==> src/logic/mem_defs.svh <==
`ifndef MEM_DEFS_SVH
`define MEM_DEFS_SVH

// datapath and bus widths
`define XLEN      64
`define ADDR_W    32
`define ID_W      4

// bus ids of the two read requesters
`define LOAD_ID   2
`define FETCH_ID  1

// data ram depth in 64-bit words
`define RAM_WORDS 256

`endif

==> src/logic/mem_pkg.sv <==
`include "mem_defs.svh"

package mem_pkg;

    // access size and extension of a load
    typedef enum logic [2:0] {
        LB,
        LH,
        LW,
        LD,
        LBU,
        LHU,
        LWU
    } load_op_e;

    typedef enum logic [1:0] {
        IDLE,
        ISSUE,
        WAIT,
        DONE
    } ld_state_e;

    typedef struct packed {
        load_op_e            op;
        logic [`ADDR_W-1:0]  base;
        logic [`ADDR_W-1:0]  offset;
        logic [4:0]          rd;      // destination register tag
    } ld_req_t;

    typedef struct packed {
        logic [`XLEN-1:0]    data;
        logic [4:0]          rd;
        logic                fault;   // misaligned access
    } ld_rsp_t;

    typedef struct packed {
        logic [`ADDR_W-1:0]  addr;    // doubleword aligned
        logic [`ID_W-1:0]    id;
    } rd_req_t;

    typedef struct packed {
        logic [`XLEN-1:0]    data;
        logic [`ID_W-1:0]    id;
    } rd_rsp_t;

    typedef struct packed {
        logic [`ADDR_W-1:0]  addr;
        logic [`XLEN-1:0]    data;
        logic [7:0]          strb;    // one enable per byte
    } wr_req_t;

endpackage

==> src/logic/read_arbiter.sv <==
`include "mem_defs.svh"

module read_arbiter import mem_pkg::*; (
    input  logic     clk,
    input  logic     rst_n,
    input  logic     ld_rd_req_valid,
    input  rd_req_t  ld_rd_req,
    output logic     ld_rd_req_ready,
    input  logic     if_rd_req_valid,
    input  rd_req_t  if_rd_req,
    output logic     if_rd_req_ready,
    output logic     ld_rd_rsp_valid,
    output rd_rsp_t  ld_rd_rsp,
    input  logic     ld_rd_rsp_ready,
    output logic     if_rd_rsp_valid,
    output rd_rsp_t  if_rd_rsp,
    input  logic     if_rd_rsp_ready,
    output logic     ram_rd_req_valid,
    output rd_req_t  ram_rd_req,
    input  logic     ram_rd_req_ready,
    input  logic     ram_rd_rsp_valid,
    input  rd_rsp_t  ram_rd_rsp,
    output logic     ram_rd_rsp_ready
);

    logic last_if_q;    // fetch won the last transfer
    logic hold_q;       // request stalled last cycle
    logic hold_sel_q;
    logic sel_if;
    logic rsp_to_ld;
    logic rsp_to_if;

    always_comb begin
        if (hold_q)
            sel_if = hold_sel_q;                    // keep the stalled grant
        else if (ld_rd_req_valid && if_rd_req_valid)
            sel_if = !last_if_q;
        else
            sel_if = if_rd_req_valid;
    end

    assign ram_rd_req_valid = ld_rd_req_valid || if_rd_req_valid;
    assign ram_rd_req       = sel_if ? if_rd_req : ld_rd_req;
    assign ld_rd_req_ready  = ram_rd_req_ready && !sel_if;
    assign if_rd_req_ready  = ram_rd_req_ready && sel_if;

    always_ff @(posedge clk or negedge rst_n) begin
        if (!rst_n) begin
            last_if_q  <= 1'b0;
            hold_q     <= 1'b0;
            hold_sel_q <= 1'b0;
        end else begin
            if (ram_rd_req_valid && ram_rd_req_ready)
                last_if_q <= sel_if;
            hold_q     <= ram_rd_req_valid && !ram_rd_req_ready;
            hold_sel_q <= sel_if;
        end
    end

    // response routing by id
    assign rsp_to_ld = (ram_rd_rsp.id == `ID_W'(`LOAD_ID));
    assign rsp_to_if = (ram_rd_rsp.id == `ID_W'(`FETCH_ID));

    assign ld_rd_rsp_valid = ram_rd_rsp_valid && rsp_to_ld;
    assign if_rd_rsp_valid = ram_rd_rsp_valid && rsp_to_if;
    assign ld_rd_rsp       = ram_rd_rsp;
    assign if_rd_rsp       = ram_rd_rsp;

    always_comb begin
        if (rsp_to_ld)
            ram_rd_rsp_ready = ld_rd_rsp_ready;
        else if (rsp_to_if)
            ram_rd_rsp_ready = if_rd_rsp_ready;
        else
            ram_rd_rsp_ready = 1'b1;                // unknown id is drained
    end

    a_rsp_id_known: assert property (@(posedge clk) disable iff (!rst_n)
        ram_rd_rsp_valid |-> rsp_to_ld || rsp_to_if);

endmodule

==> config.mk <==
export PLATFORM = sky130hd
export DESIGN_NAME = read_arbiter
export DESIGN_NICKNAME = d
export VERILOG_FILES = /design/src/logic/mem_pkg.sv /design/src/logic/read_arbiter.sv
export VERILOG_INCLUDE_DIRS = /design/src /design/src/logic
export SDC_FILE = /design/constraint.sdc
export NUM_CORES = 1
export LEC_CHECK = 0
export BUFFER_PORTS_ARGS = -buffer_cell sky130_fd_sc_hd__buf_2
export CAP_MARGIN = 0
export CORE_AREA = 2 2 128 130
export CTS_BUF_LIST = sky130_fd_sc_hd__clkbuf_8 sky130_fd_sc_hd__clkbuf_16
export CTS_CLUSTER_DIAMETER = 30
export CTS_CLUSTER_SIZE = 16
export DETAILED_ROUTE_END_ITERATION = 8
export DIE_AREA = 0 0 130 132
export PLACE_DENSITY = 0.36
export SETUP_SLACK_MARGIN = 0.2
export SKIP_CTS_REPAIR_TIMING = 1
export SLEW_MARGIN = 0
export SYNTH_ARGS = -nofsm -noshare
export SYNTH_HDL_FRONTEND = slang
export SYNTH_SLANG_ARGS = --single-unit
==> constraint.sdc <==
create_clock -name clk -period 1.9 [get_ports clk]
set_input_delay 0.38 -clock clk [delete_from_list [all_inputs] [get_ports clk]]
set_output_delay 0.38 -clock clk [all_outputs]
set_load 0.005 [all_outputs]
# Word level (Yosys, flattened, before mapping)
# Index checks and enable logic that the tools add are counted.
[classes] n_reduce_logical=11 eq_ne=2 n_mux=5
[op_table] cell="$mux 36" n=1
[op_table] cell="$logic_and 1x1->1" n=7
[op_table] cell="$eq 4x1->1 const B" n=1
[op_table] cell="$eq 4x2->1 const B" n=1
[op_table] cell="$mux 1" n=4
[op_table] cell="$logic_not 1->1" n=3
[op_table] cell="$logic_or 1x1->1" n=1
[totals] in_bits=148 output_inout_bits=178 reg_bits=3

# Logic depth before layout (Yosys ltp)
# Gate-level depths: netlist (run 1).
[logic_depth] ltp_word=5 mapped_depth=4 ltp_nobuf=3

# Worst setup path before layout (run 1)
# Ideal clock, no wire load.
[synth_timing] path_type="input to output" from="in if_rd_req_valid" to="out ram_rd_req[0] (netlist name)" required_ps=1520 arrival_ps=1249 n_path_buf=1 path_stages=4 path_slack_ps=271 path_cell_list="a21boi_2 mux2i_4 buf_6 mux2_2"
[synth_rtl] item="start, declared" line_no="read_arbiter.sv:9" text="input logic if_rd_req_valid,"
[synth_rtl] item="end, declared" line_no="read_arbiter.sv:19" text="output rd_req_t ram_rd_req,"

==> results of run 1 <==
==> cell usage in the layout, fill, tap and decap left out <==
cell	Yosys	layout
nor2_1	3	3
or2_2	1	1
nand2b_1	2	2
buf_2	0	133
buf_4	136	1
mux2_2	36	36
o22ai_1	1	1
dlygate4sd3_1	0	1
buf_12	0	2
a21boi_2	1	1
o21ai_0	2	2
nand2_1	3	3
dfrtp_1	3	3
inv_1	1	2
nor2b_1	2	2
and2_1	1	1
mux2i_4	1	1
clkbuf_16	0	3
==> kinds of logic after synthesis <==
logic type | Yosys count | share of synthesized area
AO/OA/AOI/OAI | 4 | 0.01658
buffers and inverters | 141 | 0.6443
AND/OR/NAND/NOR | 12 | 0.03617
multiplexers | 37 | 0.2577
flip-flops | 3 | 0.04521
==> registers in the layout, indices dropped and copies added (netlist names) <==
register,cells
last_if_q,1
hold_q,1
hold_sel_q,1
==> cells in the mapped netlist <==
cell,n,share of area
buf_4,136,0.61
mux2_2,36,0.24
buf_6,4,0.027
dfrtp_1,3,0.045
nand2_1,3,0.0068
nor2_1,3,0.0068
nand2b_1,2,0.0075
nor2b_1,2,0.0075
o21ai_0,2,0.0060
a21boi_2,1,0.0068
and2_1,1,0.0038
inv_1,1,0.0023
mux2i_4,1,0.014
o22ai_1,1,0.0038
or2_2,1,0.0038
==> per-stage QoR <==
stage                     instances  TNS, ns  setup WS [ns]     util
after floorplan                 197        0         0.2710        -
after global placement          408  -0.6859       -0.08055  0.09914
after detailed placement        408   -1.019       -0.09599  0.09914
after CTS                       412   -3.212        -0.1560   0.1042
after global routing            414   -4.670        -0.1886   0.1061
final                           414   -2.523        -0.1038   0.1061
==> layout make-up <==
class                   count  area (µm²)  share of cell area
multi-input cells          53       515.5              0.3093
flip-flops and latches      3       75.07             0.04505
well taps                 216       270.3              0.1622
repair buffers            137       723.2              0.4339
clock buffers               3       75.07             0.04505
clock inverters             1       3.754            0.002252
inverters                   1       3.754            0.002252
==> metal layers <==
layer	track usage	vias to the layer above	routed length, µm
li1	-	493	-
met1	0.02273	460	1181
met2	0.1088	137	2670
met3	0.01380	48	665
met4	0.03405	0	310
met5	0	-	0
==> final timing paths <==
kind	to	slack, ns
max	ram_rd_req[28]	-0.10
max reg2reg	last_if_q	0.74
min in group asynchronous	hold_q	0.49
max in group asynchronous	hold_sel_q	1.30
min reg2reg	last_if_q	0.50
min	hold_q	0.34
==> power breakdown <==
group	internal [mW]	total [mW]	switching, mW
Clock	0.271	0.326	0.0553
Combinational	0.270	0.436	0.167
Sequential	0.0724	0.0789	0.00651
==> critical path, stage by stage (launching register included) <==
cell and delay (ns):
dfrtp_1 0.37, mux2i_4 0.27, buf_12 0.22, mux2_2 0.38
buf_2 0.14
==> flow_summary.toml, run 1 <==
[clocking]
cts_tree = "done"
worstSkewPairLatency_ns = 0.22
clk_path_buf_depth = 2
clock-sinks = 3
cts.clk_slew.worst_paths_ns = 0.03
clockRootBuffer = "clkbuf_16"
htree_levels = 1
cts_made_buffers = 3

[logic_synthesis]
synth_warnings = 0
syn_area_per_cell_um2 = 8.428
synthCells = 197
synth-seq-cells = 3
synth_nets = 345
ys_seq_area_frac = 0.04521
ys_types = 15
syn_area_um2 = 1660

[sta]
final_max_slew_viol_count = 0
fmax_ghz = 0.4991
fin_skew_ns = 0.002065
layout_setup_ws_ns = -0.1038
setup_violations = 36
tightest_slew_ns = 0.2075
fin_crit_sh = 1.055
finalHoldViolCount = 0
timing.final.crit_period_ns = 2.004
max_slew_margin = 0.8602
worst_hold_slack_ns = 0.3449
rsz0062_at_grt = "true"

[placement]
dpl-instance-area_um2 = 1558
place.gp.congestion = 0.6353
hpwl_um = 4332
io_buffers = 133

[floorplan]
io_pins = 326
die_w_um = 130
core_area_um2 = 15710
initial_core_util = 0.1057
die-area_um2 = 17160
num_rows = 46
die_y_um = 132

[routing]
routedWlPerCell_um = 11.66
drc = 0
vias_per_cell = 2.749
ant_nets = 0
first_iter_violations = 9
wl_um = 4827
dr_total_vias = 1138
drt_first_pass_iters = 4

[flow_run]
drv_cap = 0

[global_route]
grt_first_pass_wirelength_um = 5885
grt_pass1_vias = 1139
grtUsageTotal = 0.04647
grt-ovfl-total = 0
grt_max_degree = 31
antenna_found_initial = 1

[status]
violations = "setup timing"
status = "finished, violations left"

[finish]
drive_gt1_frac = 0.8990
diodes = 0
n_fill_cell = 1819
area_delta_synth_final_pct = 0.3769
final_nets = 347
final_cell_area_um2 = 1667

[worst_hold_path]
min_path_type = "in -> reg"
hold_start = "ram_rd_req_ready"
hold_depth = 2

[critical_path]
r2r_cells = 5
worstReg2RegStart = "last_if_q"
crit_required_ns = 1.52
path_max_fanout = 30
startpoint = "hold_q"
start_kind = "flip-flop"
critPathKind = "reg -> out"
crit_arrival_ns = 1.62
end_kind = "output pin"

[power_and_ir_drop]
power_mw = 0.8418
power_density_nw_per_um2 = 505.1
ir_worst_vdd_mv = 0.2101
p_leak_nw = 0.8166
Note: power is estimated with default switching activity, not from simulation.
==> run 2, diff against run 1 <==
- CTS_BUF_LIST: sky130_fd_sc_hd__clkbuf_8 sky130_fd_sc_hd__clkbuf_16 -> default
==> run 2 against run 1 <==
Count of clock-buffer cells in the layout is 1 higher. Fmax stayed put. Clock power is 2% higher. Highest routed layer unchanged. Setup slack stayed put. First-iteration DRC count stayed put. Global-route usage stayed put. Non-clock buffer count stayed put. Die area stayed put. Critical path type unchanged. The run still ends with setup timing left.
==> flow_summary.toml, run 2 (synthesized netlist as in run 1, its figures left out) <==
[critical_path]
cp_slowest_cell = "mux2_2"
worstReg2RegStart = "last_if_q"
end_kind = "output pin"
start_kind = "flip-flop"
r2r_cells = 5
reg2reg_to = "last_if_q"
crit_path_max_incr_delay_ns = 0.38
path_max_fanout = 30
crit_family = "multiplexers"
startpoint = "hold_q"
crit_required_ns = 1.52
r2r_slack_ns = 0.74
cp_num_buf_inv = 2
crit_arrival_ns = 1.62
cp_cell_sequence = "mux2i_4 -> buf_12 -> mux2_2 -> buf_2"
critPathKind = "reg -> out"

[worst_hold_path]
min_path_type = "in -> reg"
hold_path_end = "hold_q"
hold_depth = 2
hold_start = "ram_rd_req_ready"

[clocking]
htree_levels = 1
worstSkewPairLatency_ns = 0.22
clockRootBuffer = "clkbuf_16"
cts_tree = "done"
clock-sinks = 3
cts.clk_slew.worst_paths_ns = 0.03
cts_made_buffers = 3
clk_path_buf_depth = 2

[finish]
drive_gt1_frac = 0.8990
final_nets = 347
largestRegisters = "hold_q (1), hold_sel_q (1), last_if_q (1)"
diodes = 0
area_delta_synth_final_pct = 0.3769
multi_input_area_um2 = 515.5
final_cell_mix = "133 x buf_2, 36 x mux2_2"
n_fill_cell = 1819
finish.utilization = 0.1061
final_cell_area_um2 = 1667
seq_area_um2 = 75.07
layout.cells.most_common = "buf_2"

[power_and_ir_drop]
power_mw = 0.8470
p_seq_frac = 0.093
p_comb_frac = 0.515
p_int_mw = 0.6187
clkPwrFrac = 0.392
p_leak_nw = 0.8125
power_density_nw_per_um2 = 508.2
p_switching_mw = 0.2283
ir_worst_vdd_mv = 0.2101
switching_share = 0.2695

[routing]
routedWlPerCell_um = 11.66
vias_per_cell = 2.749
drc = 0
wl_met1_um = 1181
wl_um = 4827
top_layer_used = "met4"
first_iter_violations = 9
dr_wl_met3_um = 665
wl_met2_um = 2670
ant_nets = 0
dr_total_vias = 1138
drt_first_pass_iters = 4

[placement]
preCtsSetupSlack_ns = -0.09599
dpl-instance-area_um2 = 1558
hpwl_um = 4332
place.gp.congestion = 0.6353
io_buffers = 133

[global_route]
grt_first_pass_wirelength_um = 5885
grt_max_degree = 31
grt_pass1_vias = 1139
antenna_found_initial = 1
grt-ovfl-total = 0
grtUsageTotal = 0.04647

[floorplan]
die_y_um = 132
die_w_um = 130
core_area_um2 = 15710
die-area_um2 = 17160
num_rows = 46
io_pins = 326
initial_core_util = 0.1057

[sta]
max_slew_margin = 0.8602
fmax_ghz = 0.4991
layout_setup_ws_ns = -0.1038
setup_tns_ns = -2.523
finalHoldViolCount = 0
final_max_slew_viol_count = 0
setup_violations = 36
rsz0062_at_grt = "true"
tightest_slew_ns = 0.2075
fin_crit_sh = 1.055
timing.final.crit_period_ns = 2.004
fin_skew_ns = 0.002319

[flow_run]
drv_cap = 0

[status]
status = "finished, violations left"
violations = "setup timing"
-- run 2: power groups by stage --
stage                     sequential (mW)  combinational, mW  clock (mW)
after floorplan                    0.0783              0.449           0
after global placement             0.0793              0.429           0
after detailed placement           0.0796              0.432           0
after CTS                          0.0791              0.433       0.336
after global routing               0.0798              0.479       0.342
final                              0.0789              0.436       0.332
-- run 2: metrics by stage --
stage	hold WS, ns	instances
after floorplan	0.08441	197
after global placement	0.1823	408
after detailed placement	0.1831	408
after CTS	-0.04752	412
after global routing	0.3641	414
final	0.3449	414
-- run 2: final cells by class --
cell class | count | area share
sequential | 3 | 0.04505
tap | 216 | 0.1622
clock buffer | 4 | 0.04730
multi-input combinational | 53 | 0.3093
timing repair buffer | 137 | 0.4339
inverter | 1 | 0.002252
-- run 2: how the worst max path moves through the flow --
stage | slack, ns | to | depth (start not counted)
4_1_cts | -0.16 | ram_rd_req[28] | 4
6_report | -0.10 | ram_rd_req[28] | 4
5_1_grt | -0.19 | ram_rd_req[28] | 4
3_5_place_dp | -0.1 | ram_rd_req[28] | 6
2_1_floorplan | 0.27 | ram_rd_req[0] | 4
3_3_place_gp | -0.08 | ram_rd_req[28] | 6
-- run 2: per-layer routing --
layer,GRT usage,vias to the layer above
met5,0,-
met4,0.03405,0
met3,0.01380,48
met2,0.1088,137
met1,0.02273,460
li1,-,493
