## src/logic/mem_defs.svh

```systemverilog
`ifndef MEM_DEFS_SVH
`define MEM_DEFS_SVH

// datapath and bus widths
`define XLEN      64
`define ADDR_W    32
`define ID_W      4

// bus ids of the two read requesters
`define LOAD_ID   2
`define FETCH_ID  1

// data ram depth in 64-bit words
`define RAM_WORDS 256

`endif

```

## src/logic/mem_pkg.sv

```systemverilog
`include "mem_defs.svh"

package mem_pkg;

    // access size and extension of a load
    typedef enum logic [2:0] {
        LB,
        LH,
        LW,
        LD,
        LBU,
        LHU,
        LWU
    } load_op_e;

    typedef enum logic [1:0] {
        IDLE,
        ISSUE,
        WAIT,
        DONE
    } ld_state_e;

    typedef struct packed {
        load_op_e            op;
        logic [`ADDR_W-1:0]  base;
        logic [`ADDR_W-1:0]  offset;
        logic [4:0]          rd;      // destination register tag
    } ld_req_t;

    typedef struct packed {
        logic [`XLEN-1:0]    data;
        logic [4:0]          rd;
        logic                fault;   // misaligned access
    } ld_rsp_t;

    typedef struct packed {
        logic [`ADDR_W-1:0]  addr;    // doubleword aligned
        logic [`ID_W-1:0]    id;
    } rd_req_t;

    typedef struct packed {
        logic [`XLEN-1:0]    data;
        logic [`ID_W-1:0]    id;
    } rd_rsp_t;

    typedef struct packed {
        logic [`ADDR_W-1:0]  addr;
        logic [`XLEN-1:0]    data;
        logic [7:0]          strb;    // one enable per byte
    } wr_req_t;

endpackage

```

## src/logic/load_unit.sv

```systemverilog
`include "mem_defs.svh"

module load_unit import mem_pkg::*; (
    input  logic      clk,
    input  logic      rst_n,
    input  logic      ld_req_valid,
    input  ld_req_t   ld_req,
    output logic      ld_req_ready,
    output logic      rd_req_valid,
    output rd_req_t   rd_req,
    input  logic      rd_req_ready,
    input  logic      rd_rsp_valid,
    input  rd_rsp_t   rd_rsp,
    output logic      rd_rsp_ready,
    output logic      ld_rsp_valid,
    output ld_rsp_t   ld_rsp,
    input  logic      ld_rsp_ready
);

    ld_state_e          state_q;
    load_op_e           op_q;
    logic [`ADDR_W-1:0] addr_q;
    logic [4:0]         rd_q;
    logic [`XLEN-1:0]   data_q;
    logic               fault_q;

    logic [`ADDR_W-1:0] ld_addr;
    logic               misaligned;
    logic               ld_fire;
    logic               rsp_take;
    logic [`XLEN-1:0]   lane;
    logic [`XLEN-1:0]   ld_data;

    assign ld_addr = ld_req.base + ld_req.offset;   // effective address
    assign ld_fire = ld_req_valid && ld_req_ready;

    always_comb begin
        case (ld_req.op)
            LH, LHU: misaligned = ld_addr[0];
            LW, LWU: misaligned = |ld_addr[1:0];
            LD:      misaligned = |ld_addr[2:0];
            default: misaligned = 1'b0;              // bytes never misalign
        endcase
    end

    assign ld_req_ready = (state_q == IDLE);
    assign rd_req_valid = (state_q == ISSUE);
    assign rd_rsp_ready = (state_q == WAIT);
    assign ld_rsp_valid = (state_q == DONE);

    assign rd_req.addr = {addr_q[`ADDR_W-1:3], 3'b000};
    assign rd_req.id   = `ID_W'(`LOAD_ID);

    // only our own id counts as the answer
    assign rsp_take = rd_rsp_valid && rd_rsp_ready && (rd_rsp.id == `ID_W'(`LOAD_ID));

    // move the addressed lane down to bit 0
    assign lane = rd_rsp.data >> {addr_q[2:0], 3'b000};

    always_comb begin
        case (op_q)
            LB:      ld_data = {{(`XLEN-8){lane[7]}}, lane[7:0]};
            LH:      ld_data = {{(`XLEN-16){lane[15]}}, lane[15:0]};
            LW:      ld_data = {{(`XLEN-32){lane[31]}}, lane[31:0]};
            LBU:     ld_data = {{(`XLEN-8){1'b0}}, lane[7:0]};
            LHU:     ld_data = {{(`XLEN-16){1'b0}}, lane[15:0]};
            LWU:     ld_data = {{(`XLEN-32){1'b0}}, lane[31:0]};
            LD:      ld_data = rd_rsp.data;          // whole doubleword
            default: ld_data = '0;
        endcase
    end

    always_ff @(posedge clk or negedge rst_n) begin
        if (!rst_n) begin
            state_q <= IDLE;
        end else begin
            case (state_q)
                IDLE: begin
                    if (ld_fire)
                        state_q <= misaligned ? DONE : ISSUE;
                end
                ISSUE: begin
                    if (rd_req_ready)
                        state_q <= WAIT;
                end
                WAIT: begin
                    if (rsp_take)
                        state_q <= DONE;
                end
                DONE: begin
                    if (ld_rsp_ready)
                        state_q <= IDLE;
                end
                default: state_q <= IDLE;
            endcase
        end
    end

    // request and result payload
    always_ff @(posedge clk) begin
        if (ld_fire) begin
            op_q    <= ld_req.op;
            addr_q  <= ld_addr;
            rd_q    <= ld_req.rd;
            fault_q <= misaligned;
            data_q  <= '0;                          // stays zero on a fault
        end else if (rsp_take) begin
            data_q  <= ld_data;
        end
    end

    assign ld_rsp.data  = data_q;
    assign ld_rsp.rd    = rd_q;
    assign ld_rsp.fault = fault_q;

    a_rd_req_stable: assert property (@(posedge clk) disable iff (!rst_n)
        rd_req_valid && !rd_req_ready |=> rd_req_valid && $stable(rd_req));

    a_ld_rsp_held: assert property (@(posedge clk) disable iff (!rst_n)
        ld_rsp_valid && !ld_rsp_ready |=> state_q == DONE && $stable(ld_rsp));

endmodule

```

## config.mk

```make
export PLATFORM = sky130hd
export DESIGN_NAME = load_unit
export DESIGN_NICKNAME = d
export VERILOG_FILES = /design/src/logic/mem_pkg.sv /design/src/logic/load_unit.sv
export VERILOG_INCLUDE_DIRS = /design/src /design/src/logic
export SDC_FILE = /design/constraint.sdc
export NUM_CORES = 1
export LEC_CHECK = 0
export ABC_CLOCK_PERIOD_IN_PS = 5900
export BUFFER_PORTS_ARGS = -buffer_cell sky130_fd_sc_hd__buf_2
export CORE_MARGIN = 3
export CORE_UTILIZATION = 40
export CTS_BUF_LIST = sky130_fd_sc_hd__clkbuf_4
export CTS_CLUSTER_SIZE = 20
export DETAILED_ROUTE_END_ITERATION = 10
export GPL_TIMING_DRIVEN = 0
export PLACE_DENSITY = 0.66
export SYNTH_ARGS = -nofsm -noshare
export SYNTH_HDL_FRONTEND = slang
export SYNTH_SLANG_ARGS = --single-unit
```

## constraint.sdc

```tcl
create_clock -name clk -period 5.9 [get_ports clk]
set_clock_uncertainty 0.2 [all_clocks]
set_input_delay 0.59 -clock clk [delete_from_list [all_inputs] [get_ports clk]]
set_output_delay 0.59 -clock clk [all_outputs]
set_load 0.05 [all_outputs]
```

# ---- Word-level counts from Yosys, hierarchy flattened
# Index checks and enable logic that the tools add are counted.
dict set report op_classes {
  n_shift 1
  reduce_logical 10
  mux 8
  n_addsub 1
  n_eq_ne 19
}
# op n
set op_table {}
lappend op_table {{$pmux W64 S7} 1}
lappend op_table {{$shr A64 B6 Y32} 1}
lappend op_table {{$add A32 B32 Y32} 1}
lappend op_table {{$eq A3 B3 Y1 const B} 5}
lappend op_table {{$eq A3 B2 Y1 const B} 4}
lappend op_table {{$mux W2} 5}
lappend op_table {{$ne A2 B1 Y1 const B} 4}
lappend op_table {{$pmux W2 S4} 1}
lappend op_table {{$eq A3 B1 Y1 const B} 2}
lappend op_table {{$reduce_or A2 Y1} 3}
lappend op_table {{$eq A2 B2 Y1 const B} 2}
lappend op_table {{$eq A4 B2 Y1 const B} 1}
lappend op_table {{$reduce_and A4 Y1} 1}
lappend op_table {{$logic_and A1 B1 Y1} 3}
lappend op_table {{$logic_not A3 Y1} 1}
lappend op_table {{$pmux W1 S3} 1}
lappend op_table {{$reduce_or A3 Y1} 1}
lappend op_table {{$eq A2 B1 Y1 const B} 1}
lappend op_table {{$logic_not A2 Y1} 1}
dict set report word_totals {
  out_inout_bits 110
  regBits 107
  wordCells 45
  inputBits 146
}

# ---- Longest topological paths before layout
# Gate-level depths: netlist (run 1).
dict set report depth {
  ltp_word 6
  ltp_mapped 10
  depth_no_buf 9
}

# ---- Worst setup path before layout (run 1)
# No wires, ideal clock.
dict set report synth_path {
  kind {register -> register}
  from {register state_q[0]}
  to {register data_q[32]}
  t_required_ns 5.577
  period_less_slack_ns 4.061
  arrival_time_ns 3.739
  setup_time_ns 0.123
  path_buffers 4
  path_slack_ns 1.839
  stages_incl_launch_ff 10
  cell_sequence {dfrtp_1 -> inv_1 -> ha_1 -> and2_1 -> clkbuf_1 -> clkbuf_1 -> a31oi_1 -> clkbuf_1 -> clkbuf_1 -> a221o_2}
}
dict set report synth_via {
  word_cells_on_any_way 5
  cone_classes {1 x eq/ne; 4 x reduce/logical}
}
# element line
set synth_lines {}
lappend synth_lines {{start, declared} load_unit.sv:20} ;# ld_state_e state_q;
lappend synth_lines {{start signal, assigned} load_unit.sv:80} ;# state_q <= misaligned ? DONE : ISSUE;
lappend synth_lines {{$logic_not A2 Y1} load_unit.sv:46} ;# assign ld_req_ready = (state_q == IDLE);
lappend synth_lines {{net ld_req_ready} load_unit.sv:8} ;# output logic ld_req_ready,
lappend synth_lines {{$logic_and A1 B1 Y1} load_unit.sv:35} ;# assign ld_fire = ld_req_valid && ld_req_ready;
lappend synth_lines {{net ld_fire} load_unit.sv:29} ;# logic ld_fire;
lappend synth_lines {{end signal, assigned} load_unit.sv:108} ;# data_q <= ld_data;
lappend synth_lines {{end, declared} load_unit.sv:24} ;# logic [`XLEN-1:0] data_q;
# The timed path passes the listed nets, and every way through them passes these cells.
# A chain may end at the register's enable or synchronous reset.

# ---- Worst setup path in the final report (run 1)
dict set report layout_path {
  from {input ld_req[5] (netlist bit)}
  to {register addr_q[30] (data pin)}
}
dict set report layout_via {
  elab_chain_cells 1
}
# element line
set layout_lines {}
lappend layout_lines {{start, declared} load_unit.sv:7} ;# input ld_req_t ld_req,
lappend layout_lines {{$add A32 B32 Y32} load_unit.sv:34} ;# assign ld_addr = ld_req.base + ld_req.offset;
lappend layout_lines {{net ld_addr[30]} load_unit.sv:27} ;# logic [`ADDR_W-1:0] ld_addr;
lappend layout_lines {{end signal, assigned} load_unit.sv:103} ;# addr_q <= ld_addr;
lappend layout_lines {{end, declared} load_unit.sv:22} ;# logic [`ADDR_W-1:0] addr_q;
# The timed path passes the listed nets, and every way through them passes these cells.

==> metrics.md, run 1 <==
| Metric | Value |
|---|---|
| Req. time, crit path | 5.96 ns |
| Die area | roughly 20000 um2 |
| Yosys top cell area share | ~17% |
| Largest area contributor in the netlist | dfxtp_1 |
| CP Launch Type | primary input |
| Setup slack after layout | 2.402 ns |
| Max-slew headroom | 25.96% |
| Via total after detailed routing | 7207 |
| Period utilization | 59.29% |
| Final std cells w/o fill | about 1300 |
| Fin. Hold Viols | 0 |
| Tmin final | 3.498 ns |
| Area growth syn-to-layout | 23.45% |
| IR Drop Worst-Case VDD | 0.1522 mV |
| Top-count cell post-synth | a21oi_1 |
| Mapped Area | 7342 um2 |
| CP max FO | 3 |
| Pleak | about 4.2 nW |
| Largest net degree at the start of global routing | 38 |
| Ys flop type | dfxtp_1 |
| RSZ-0062 raised after global routing | false |
| Final WL | 24230 um |
| Status | complete, no violations |
| Clock transition at path regs | around 0.18 ns |
| Placed Instances | about 1200 |
| Pwr Density | 296.0 nW/um2 |
| Initial DRC Count | 610 |
| Global-route wire length before repair | between 30000 and 40000 um |
| Final instance area | roughly 9100 um2 |
| Syn Area/Cell | 9.750 um2 |
| Row count | 48 |
| CORE AREA | 17660 um2 |
| CTS Buf Count | 9 |
| HP Class | primary input to flip-flop |
| Avg Vias per Cell | between 5 and 6 |
| Synth top area cells | dfxtp_1 17%, edfxtp_1 17%, ha_1 6.0% |
| Distinct cells, synth | 60 |
| GRT overflow | 0 |
| Seq/Total Area, Yosys | 34.90% |
| Measured slew at the worst slew-check pin | 1.104 ns |
| Clk Latency, worst-skew pair | 0.51 ns |
| ANT nets after route | 0 |
| Max-cap violations | 0 |
| Design Power | 2.683 mW |
| Max-slew violation count | 0 |
| Seq cells post-synth | 107 |
| R2R Setup Slk | 2.47 ns |
| Share of layout cells above drive strength 1 | 36.13% |
| Drt wl/cell | just under 20 um |
| Initial antenna violation count | 3 |
| Commonest cells in the synthesized netlist | 74 x a21oi_1, 64 x dfxtp_1, 46 x nor2_1 |
| Worst Setup End Kind | flip-flop |
| TritonCTS clock tree | done |
| Postcts setup bufs | 0 |
| H-tree depth | 3 |
| Clk sinks | approximately 110 |
| Finish-stage setup viols | 0 |
| Synth Warn # | 0 |
| Mapped Cells | 753 |
| Fin nets | 1201 |
| Placed Area | 8905 um2 |
| Die boundary height | 141.5 um |
| CP Class | primary input to flip-flop |
| Clock Tree Root | clkbuf_4 |
| Async S/R FF share, synth | under 10% |
| Final TNS setup | 0 ns |
| EDFF count, synth | 41 |
| Worst path arrival time | 3.56 ns |
| Final Wtd Congestion | approximately 0.94 |
| Initial Utilization | 41.58% |
| Vias in the first global route | about 6800 |
| Residual DRC count | 0 |
| Dpl hpwl | 19500 um |
| Max Freq | 285.9 MHz |
| # IOs | 256 |
| Clock Tree Buf Depth | 2 |
| GRT Total Usage | a little under a quarter |
| Drt pass-1 iters | 5 |
| Post-Place Worst Slack | 1.888 ns |
| Chip width | 141.5 um |
| Buffers on Ports | 248 |
==> final timing paths <==
| path | from | to | depth (start not counted) |
|---|---|---|---|
| max in group asynchronous | rst_n | state_q[1] | 2 |
| min in group asynchronous | rst_n | state_q[0] | 2 |
| worst max register to register | state_q[0] | data_q[13] | 9 |
| worst max-delay path | ld_req[5] | addr_q[30] | 10 |
| worst min register to register | data_q[11] | data_q[11] | 1 |
| worst min-delay path | ld_req[0] | rd_q[0] | 1 |
==> final cells by class <==
| type | count | area, um2 |
|---|---|---|
| Sequential cell | 107 | 2562 |
| Tap cell | 225 | 281.5 |
| Fill cell | 1759 | 8593 |
| Clock buffer | 9 | 67.56 |
| Buffer | 92 | 540.5 |
| Timing Repair Buffer | 250 | 1271 |
| Clock inverter | 7 | 76.32 |
| Antenna cell | 2 | 5.005 |
| Multi-Input combinational cell | 534 | 4165 |
| Inverter | 25 | 93.84 |
==> registers in the layout, indices dropped and copies added, names as in the netlist <==
register  flops
addr_q       32
rd_q          5
op_q          3
fault_q       1
state_q       2
data_q       64
==> power breakdown <==
group / total [mW] / switching, mW / internal [mW] / leakage (nW)
sequential: 0.943 / 0.0497 / 0.893 / 0.916
combinational: 1.35 / 0.893 / 0.457 / 3.16
clock: 0.390 / 0.289 / 0.101 / 0.0789
total: 2.68 / 1.23 / 1.45 / 4.16
==> layer usage <==
metal  up-vias  global-route usage [%]  routed length [um]
met2       349                   37.10               11380
li1       3395                       -                   -
met5         -                       0                   7
met3        50                   4.921                2045
met4         2                   9.444                 715
met1      3411                   31.50               10080
==> through the flow <==
step,util (%),hold slack [ns]
3_3_place_gp,50.31,0.1755
5_1_grt,51.33,0.002026
2_1_floorplan,-,0.09441
6_report,51.33,0.05130
3_5_place_dp,50.43,0.1779
4_1_cts,51.30,0.007645
==> kinds of logic (layout without fill, tap and decap cells) <==
kind of cell / Yosys count / count (layout) / synth area share (%)
AO/OA/AOI/OAI: 282 / 282 / 27.86
multiplexers: 53 / 53 / 10.40
buffers and inverters: 117 / 383 / 8.623
adder cells (fa/ha/maj): 36 / 36 / 6.237
AND/OR/NAND/NOR: 126 / 126 / 8.299
other: 2 / 9 / 0.1023
flip-flops: 107 / 107 / 34.90
XOR/XNOR: 30 / 30 / 3.579
==> what timing repair did <==
| action | 4_1_cts | 5_1_grt |
|---|---|---|
| hold buffers | 1 | 0 |
| hold endpoints to repair | 2 | 0 |
| resized for setup | 0 | 0 |
==> critical path, stage by stage <==
cell      delay, ns
buf_2          0.10
ha_1           0.23
fa_1           0.41
a21o_1         0.20
a221oi_1       0.45
o21ai_0        0.29
and3_1         0.24
o41ai_1        0.74
or4_1          0.21
nand3_1        0.09
==> placed cells by master (no fill, tap or decap), types with 22 or more instances in the layout <==
master,synthesis,final
a21oi_1,74,74
a221o_1,30,30
buf_2,8,256
buf_4,41,41
clkbuf_1,37,36
dfxtp_1,64,64
edfxtp_1,41,41
ha_1,35,35
inv_1,25,25
mux2i_1,25,25
nand2_1,31,31
nor2_1,46,46
o21ai_0,22,22
o22ai_1,32,32
xnor2_1,22,22
Power figures use the tool's default switching activity.
==> inputs of run 2 (changes only) <==
- ABC_AREA: default -> 1
- ABC_CLOCK_PERIOD_IN_PS: 5900 -> 3520
- PLACE_DENSITY: 0.66 -> 0.65
- clock period: 5.9 -> 3.52 ns (I/O delays scaled with it)
==> run 2 against run 1 <==
Synthesized area increased by 12%. Sequential cell count unchanged. First-iteration DRC count increased by 13%. Cell count increased by 46%. Hold slack got worse by 0.0064 ns. Critical path type is now flip-flop to flip-flop. Global-route usage increased by 3.6 points.
==> metrics.md, run 2 <==
| Metric | Value |
|---|---|
| Clock Tree Buf Depth | 2 (unchanged) |
| Die boundary height | 149.6 um (+5.7%) |
| Fin nets | 1734 (+44%) |
| Largest area contributor in the netlist | nand2_1 |
| Power share of the clock group | 13.5% (-1.0 points) |
| Global-route wire length before repair | 47060 um (+27%) |
| Fin. Hold Viols | 0 (unchanged) |
| Final WL | 30820 um (+27%) |
| Final-layout fill cell count | 2169 (+23%) |
| Yosys top cell area share | 21.58% (+4.1 points) |
| Share of layout cells above drive strength 1 | 23.12% (-13 points) |
| Initial DRC Count | 690 (+13%) |
| Largest reg by FF count | data_q |
| Via total after detailed routing | 9322 (+29%) |
| FF+latch area | 2562 um2 (unchanged) |
| # IOs | 256 (unchanged) |
| Sequential share of power | 32.9% (-2.2 points) |
| Commonest non-fill, non-tap cell in the layout | nand2_1 |
| Post-CTS Resized | 0 (unchanged) |
| Clk sinks | 107 (unchanged) |
| Dpl hpwl | 25020 um (+28%) |
| Period utilization | 83.05% |
| Area growth syn-to-layout | 23.43% (about the same) |
| Syn Area/Cell | 6.503 um2 (-33%) |
| Tmin final | 2.923 ns |
| Drt pass-1 iters | 6 (+1) |
| Initial Utilization | 41.55% (about the same) |
| HP Class | primary input to flip-flop |
| Vias in the first global route | 8835 (+29%) |
| Chip width | 149.6 um (+5.7%) |
| Synth top area cells | nand2_1 22%, dfxtp_1 16%, edfxtp_1 15% |
| Worst Setup End Kind | flip-flop |
| Mapped Area | 8245 um2 (+12%) |
| Die area | 22370 um2 (+12%) |
| Internal | 2.381 mW (+64%) |
| Largest register FFs | 64 (unchanged) |
| Switching power total | 2.247 mW (+82%) |
| Distinct cells, synth | 41 (-32%) |
| Mapped Cells | 1268 (+68%) |
| Avg Vias per Cell | 5.111 (-11%) |
| IR Drop Worst-Case VDD | 0.1942 mV (+28%) |
| Top flop regs | data_q (64), addr_q (32), rd_q (5) |
| Final Wtd Congestion | 0.9885 (+5.1%) |
| Clock transition at path regs | 0.20 ns (+0.02 ns) |
| Residual DRC count | 0 (unchanged) |
| Post-cts hold buffer count | 19 (+18) |
| Max-slew headroom | 13.16% (-13 points) |
| EDFF count, synth | 41 (unchanged) |
| Worst hold slack | 0.04493 ns (-0.006372 ns) |
| Pleak | 5.235 nW (+26%) |
| Seq/Total Area, Yosys | 31.08% (-3.8 points) |
| Final TNS setup | 0 ns (unchanged) |
| ANT nets after route | 0 (unchanged) |
| Commonest cells in the synthesized netlist | 474 x nand2_1, 110 x a21oi_1, 89 x nor2_1 |
| Status | complete, no violations |
| Synth Warn # | 0 (unchanged) |
| Req. time, crit path | 3.75 ns (-2.21 ns) |
| Finish-stage setup viols | 0 (unchanged) |
| Max-cap violations | 0 (unchanged) |
| RSZ-0062 raised after global routing | false |
| GRT Total Usage | 27.07% (+3.6 points) |
| Seq cells post-synth | 107 (unchanged) |
| Design Power | 4.629 mW (+73%) |
| Buffers on Ports | 248 (unchanged) |
| Measured slew at the worst slew-check pin | 1.297 ns (+0.1927 ns) |
| Drt wl/cell | 16.90 um (-13%) |
| H-tree depth | 3 (unchanged) |
| Core Util, Final | 51.28% (about the same) |
| Postcts setup bufs | 0 (unchanged) |
| Most frequent cells in the layout | 474 x nand2_1, 261 x buf_2, 110 x a21oi_1 |
| CORE AREA | 19850 um2 (+12%) |
| Top-count cell post-synth | nand2_1 |
| Initial antenna violation count | 5 (+2) |
| Multi-input logic area | 4730 um2 (+14%) |
| CP max FO | 10 (+7) |
| CP Class | flip-flop to flip-flop |
| Pwr Density | 454.8 nW/um2 (+54%) |
| Async S/R FF share, synth | 1.869% (unchanged) |
| R2R Setup Slk | 0.60 ns (-1.87 ns) |
| CP Launch Type | flip-flop |
| Clk Latency, worst-skew pair | 0.48 ns (-0.03 ns) |
| CTS Buf Count | 9 (unchanged) |
| Clock Tree Root | clkbuf_4 |
| Max-slew violation count | 0 (unchanged) |
| GRT overflow | 0 (unchanged) |
| Combinational share of power | 53.6% (+3.3 points) |
| Largest net degree at the start of global routing | 30 (-21%) |
| Row count | 51 (+6.3%) |
| TritonCTS clock tree | done |
| Max Freq | 342.1 MHz |
| Ys flop type | dfxtp_1 |
| Placed Instances | 1787 (+45%) |
| Final std cells w/o fill | 1824 (+46%) |
| Switching share of power | 48.55% (+2.6 points) |
| Worst path arrival time | 3.15 ns (-0.41 ns) |
-- run 2: logic make-up after synthesis --
kind of cell,count (synthesis),share of synthesized area (%)
adder cells (fa/ha/maj),36,5.554
other,2,0.09108
AND/OR/NAND/NOR,677,33.78
AO/OA/AOI/OAI,239,15.69
buffers and inverters,188,11.79
flip-flops,107,31.08
XOR/XNOR,19,2.018
-- run 2: power groups by stage --
stage                     registers [mW]  clock network (mW)  logic, mW
after detailed placement            1.55                   0       2.43
after global routing                1.54               0.698       2.69
after floorplan                     1.66                   0       1.64
final                               1.52               0.627       2.48
after CTS                           1.52               0.650       2.46
after global placement              1.55                   0       2.41
-- run 2: final timing paths --
kind / from / to / depth (start not counted)
max in group asynchronous: rst_n / state_q[1] / 3
hold reg to reg: data_q[60] / data_q[60] / 2
min in group asynchronous: rst_n / state_q[0] / 3
hold / removal: ld_req[68] / addr_q[31] / 4
setup / recovery: state_q[0] / data_q[63] / 7
setup reg to reg: state_q[0] / data_q[63] / 7
-- run 2: routing by layer --
layer	vias to the layer above	GRT usage, %	share of wire (%)
li1	4670	-	-
met1	4234	35.08	42
met2	362	46.36	47
met3	50	4.331	8.0
met4	6	8.375	2.8
met5	-	0	0.17
-- run 2: critical path, stage by stage, from the launching register on --
cell and delay (ns):
dfrtp_1 0.44, inv_1 0.12, ha_1 0.22, nand4_1 0.19, a31oi_1 0.98, buf_2 0.47
nand2_1 0.12, a21oi_1 0.13
-- run 2: cell type report --
type	count	area share, %
antenna	2	0.04918
clock buffer	9	0.6639
inverter	94	3.492
tap	265	3.258
clock inverter	7	0.5532
buffer	94	6.073
sequential	107	25.18
multi-input combinational	978	46.47
timing repair buffer	268	14.26
-- run 2: per-stage QoR --
stage,area (um2),setup slack [ns]
detailed placement,9858,0.6718
floorplan,8264,0.4083
CTS,10170,0.6491
global route,10180,0.4398
global placement,9837,0.02651
finish,10180,0.5966
==> inputs of run 3 (changes only) <==
- ABC_CLOCK_PERIOD_IN_PS: 3520 -> 3000
- clock period: 3.52 -> 3 ns (I/O delays scaled with it)
==> run 3 against run 2 <==
Non-clock buffer count grew 26. Combinational power rose by 18%. Routed wire length rose by 0.46%. Sequential share of layout area down 0.62 points. Critical path depth is the same. Core utilization is 1.3 points higher. Die area unchanged. Design area up 2.5%. Critical endpoint unchanged. Highest routed layer unchanged.
==> metrics.md, run 3 (synthesized netlist as in run 2, its figures left out) <==
| Metric | Value |
|---|---|
| IR Drop Worst-Case VDD | 0.2219 mV (+14%) |
| Initial DRC Count | 559 (-19%) |
| # IOs | 256 (unchanged) |
| Critical path depth | 7 (unchanged) |
| Status | complete, no violations |
| Area growth syn-to-layout | 26.57% |
| Top flop regs | data_q (64), addr_q (32), rd_q (5) |
| Pleak | 5.346 nW (+2.1%) |
| Clock Tree Root | clkbuf_4 |
| Largest register FFs | 64 (unchanged) |
| Tmin final | 2.632 ns (-0.2914 ns) |
| Hold Crit Start | ld_req[5] |
| Setup slack after layout | 0.3680 ns (-0.2286 ns) |
| Die boundary height | 149.6 um (unchanged) |
| Period utilization | 87.73% (+4.7 points) |
| Measured slew at the worst slew-check pin | 1.252 ns (-0.04431 ns) |
| Commonest non-fill, non-tap cell in the layout | nand2_1 |
| Initial Utilization | 41.55% (unchanged) |
| Reg2reg start | state_q[0] |
| Clock transition at path regs | 0.17 ns (-0.03 ns) |
| Delay of the slowest critical-path stage | 0.71 ns (-0.27 ns) |
| Initial antenna violation count | 2 (-3) |
| Worst Setup End Kind | flip-flop |
| Buffers on Ports | 248 (unchanged) |
| Ordered cell list for the critical path | inv_1, ha_1, nand4_1, a31oi_2, buf_2, nand2_1, a21oi_1 |
| Final Wtd Congestion | 0.9635 (-2.5%) |
| Max-cap violations | 0 (unchanged) |
| Power share of the clock group | 13.5% (about the same) |
| Final WL | 30960 um (+0.46%) |
| Combinational share of power | 53.6% (about the same) |
| Global-route wire length before repair | 46610 um (-0.97%) |
| Chip width | 149.6 um (unchanged) |
| Drt wl/cell | 16.74 um (-0.95%) |
| Fin nets | 1760 (+1.5%) |
| Residual DRC count | 0 (unchanged) |
| Pwr Density | 522.7 nW/um2 (+15%) |
| GRT overflow | 0 (unchanged) |
| Row count | 51 (unchanged) |
| Internal | 2.810 mW (+18%) |
| Req. time, crit path | 3.24 ns (-0.51 ns) |
| Max-slew headroom | 16.51% (+3.4 points) |
| Clock Tree Buf Depth | 2 (unchanged) |
| Finish-stage setup viols | 0 (unchanged) |
| Avg Vias per Cell | 5.058 (-1.0%) |
| ANT nets after route | 0 (unchanged) |
| TritonCTS clock tree | done |
| RSZ-0062 raised after global routing | false |
| WHS Path Cells | 2 (-2) |
| CP max FO | 10 (unchanged) |
| Final TNS setup | 0 ns (unchanged) |
| Via total after detailed routing | 9358 (+0.39%) |
| Largest net degree at the start of global routing | 51 (+70%) |
| Sequential share of power | 32.8% (about the same) |
| Worst Path Buf+Inv | 2 (unchanged) |
| CP Class | flip-flop to flip-flop |
| Switching share of power | 48.49% (-0.066 points) |
| Vias in the first global route | 8881 (+0.52%) |
| Crit path from | state_q[0] |
| Max-slew violation count | 0 (unchanged) |
| Postcts setup bufs | 0 (unchanged) |
| Switching power total | 2.645 mW (+18%) |
| HP Class | primary input to flip-flop |
| CP delay by family, top | compound AO/OA/AOI/OAI gates |
| Most frequent cells in the layout | 474 x nand2_1, 261 x buf_2, 110 x a21oi_1 |
| Worst path arrival time | 2.87 ns (-0.28 ns) |
| H-tree depth | 3 (unchanged) |
| GRT Total Usage | 26.81% (-0.26 points) |
| Largest reg by FF count | data_q |
| R2R cell count | 7 (unchanged) |
| CP Launch Type | flip-flop |
| CTS Buf Count | 9 (unchanged) |
| Post-Place Worst Slack | 0.07509 ns (-0.5968 ns) |
| Die area | 22370 um2 (unchanged) |
| Clk Latency, worst-skew pair | 0.50 ns (+0.02 ns) |
| Fin. Hold Viols | 0 (unchanged) |
| CORE AREA | 19850 um2 (unchanged) |
| Dpl hpwl | 24840 um (-0.72%) |
| Drt pass-1 iters | 5 (-1) |
| Clk sinks | 107 (unchanged) |
| Max Freq | 379.9 MHz (+11%) |
| Final-layout fill cell count | 2071 (-4.5%) |
| Share of layout cells above drive strength 1 | 22.80% (-0.32 points) |
| Slowest-stage cell, CP | a31oi_2 |
run 3: final cells by class:
type | count | area (um2) | area share (%)
antenna | 2 | 5.005 | 0.04796
buffer | 94 | 618.1 | 5.923
clock buffer | 9 | 67.56 | 0.6474
clock inverter | 7 | 58.81 | 0.5635
inverter | 94 | 355.3 | 3.405
multi-input combinational | 978 | 4736 | 45.38
sequential | 107 | 2562 | 24.55
tap | 265 | 331.6 | 3.177
timing repair buffer | 294 | 1702 | 16.30
run 3: worst paths after layout:
check / end / slack, ns
max reg2reg: data_q[63] / 0.37
min in group asynchronous: state_q[1] / 0.43
min: addr_q[0] / 0.02
min reg2reg: data_q[62] / 0.27
max: data_q[63] / 0.37
max in group asynchronous: state_q[0] / 2.05
run 3: power groups by stage:
| stage | clock, mW | combinational, mW | sequential, mW |
|---|---|---|---|
| 2_1_floorplan | 0 | 1.93 | 1.94 |
| 3_3_place_gp | 0 | 2.83 | 1.82 |
| 3_5_place_dp | 0 | 2.84 | 1.82 |
| 4_1_cts | 0.760 | 2.90 | 1.79 |
| 5_1_grt | 0.810 | 3.17 | 1.81 |
| 6_report | 0.739 | 2.93 | 1.79 |
run 3: stage by stage:
step / area [um2] / total power, mW / std cells / hold slack [ns] / util, %
floorplan: 8265 / 3.866 / 1273 / -0.1956 / -
global placement: 9838 / 4.648 / 1786 / -0.1152 / 49.57
detailed placement: 9838 / 4.657 / 1786 / -0.1104 / 49.57
CTS: 10430 / 5.451 / 1848 / 0.004381 / 52.53
global route: 10430 / 5.784 / 1849 / 0.006260 / 52.58
finish: 10440 / 5.455 / 1850 / 0.02413 / 52.59
run 3: timing repair:
item	CTS	global route
hold endpoints to repair	45	0
hold buffers	46	0
setup endpoints to repair	0	28
resized for setup	0	1
run 3: worst register-to-register path, cell delays in order (launching register included):
cell	delay, ns
dfrtp_1	0.44
inv_1	0.11
ha_1	0.24
nand4_1	0.19
a31oi_2	0.71
buf_2	0.42
nand2_1	0.13
a21oi_1	0.14
run 3: routing by layer:
metal	GRT usage, %	wire length, um	part of all wire [%]	up-vias
met3	4.149	2085	6.7	43
li1	-	-	-	4716
met4	9.748	938	3.0	2
met2	46.36	14730	48	359
met1	33.86	13190	43	4238
met5	0	13	0.042	-
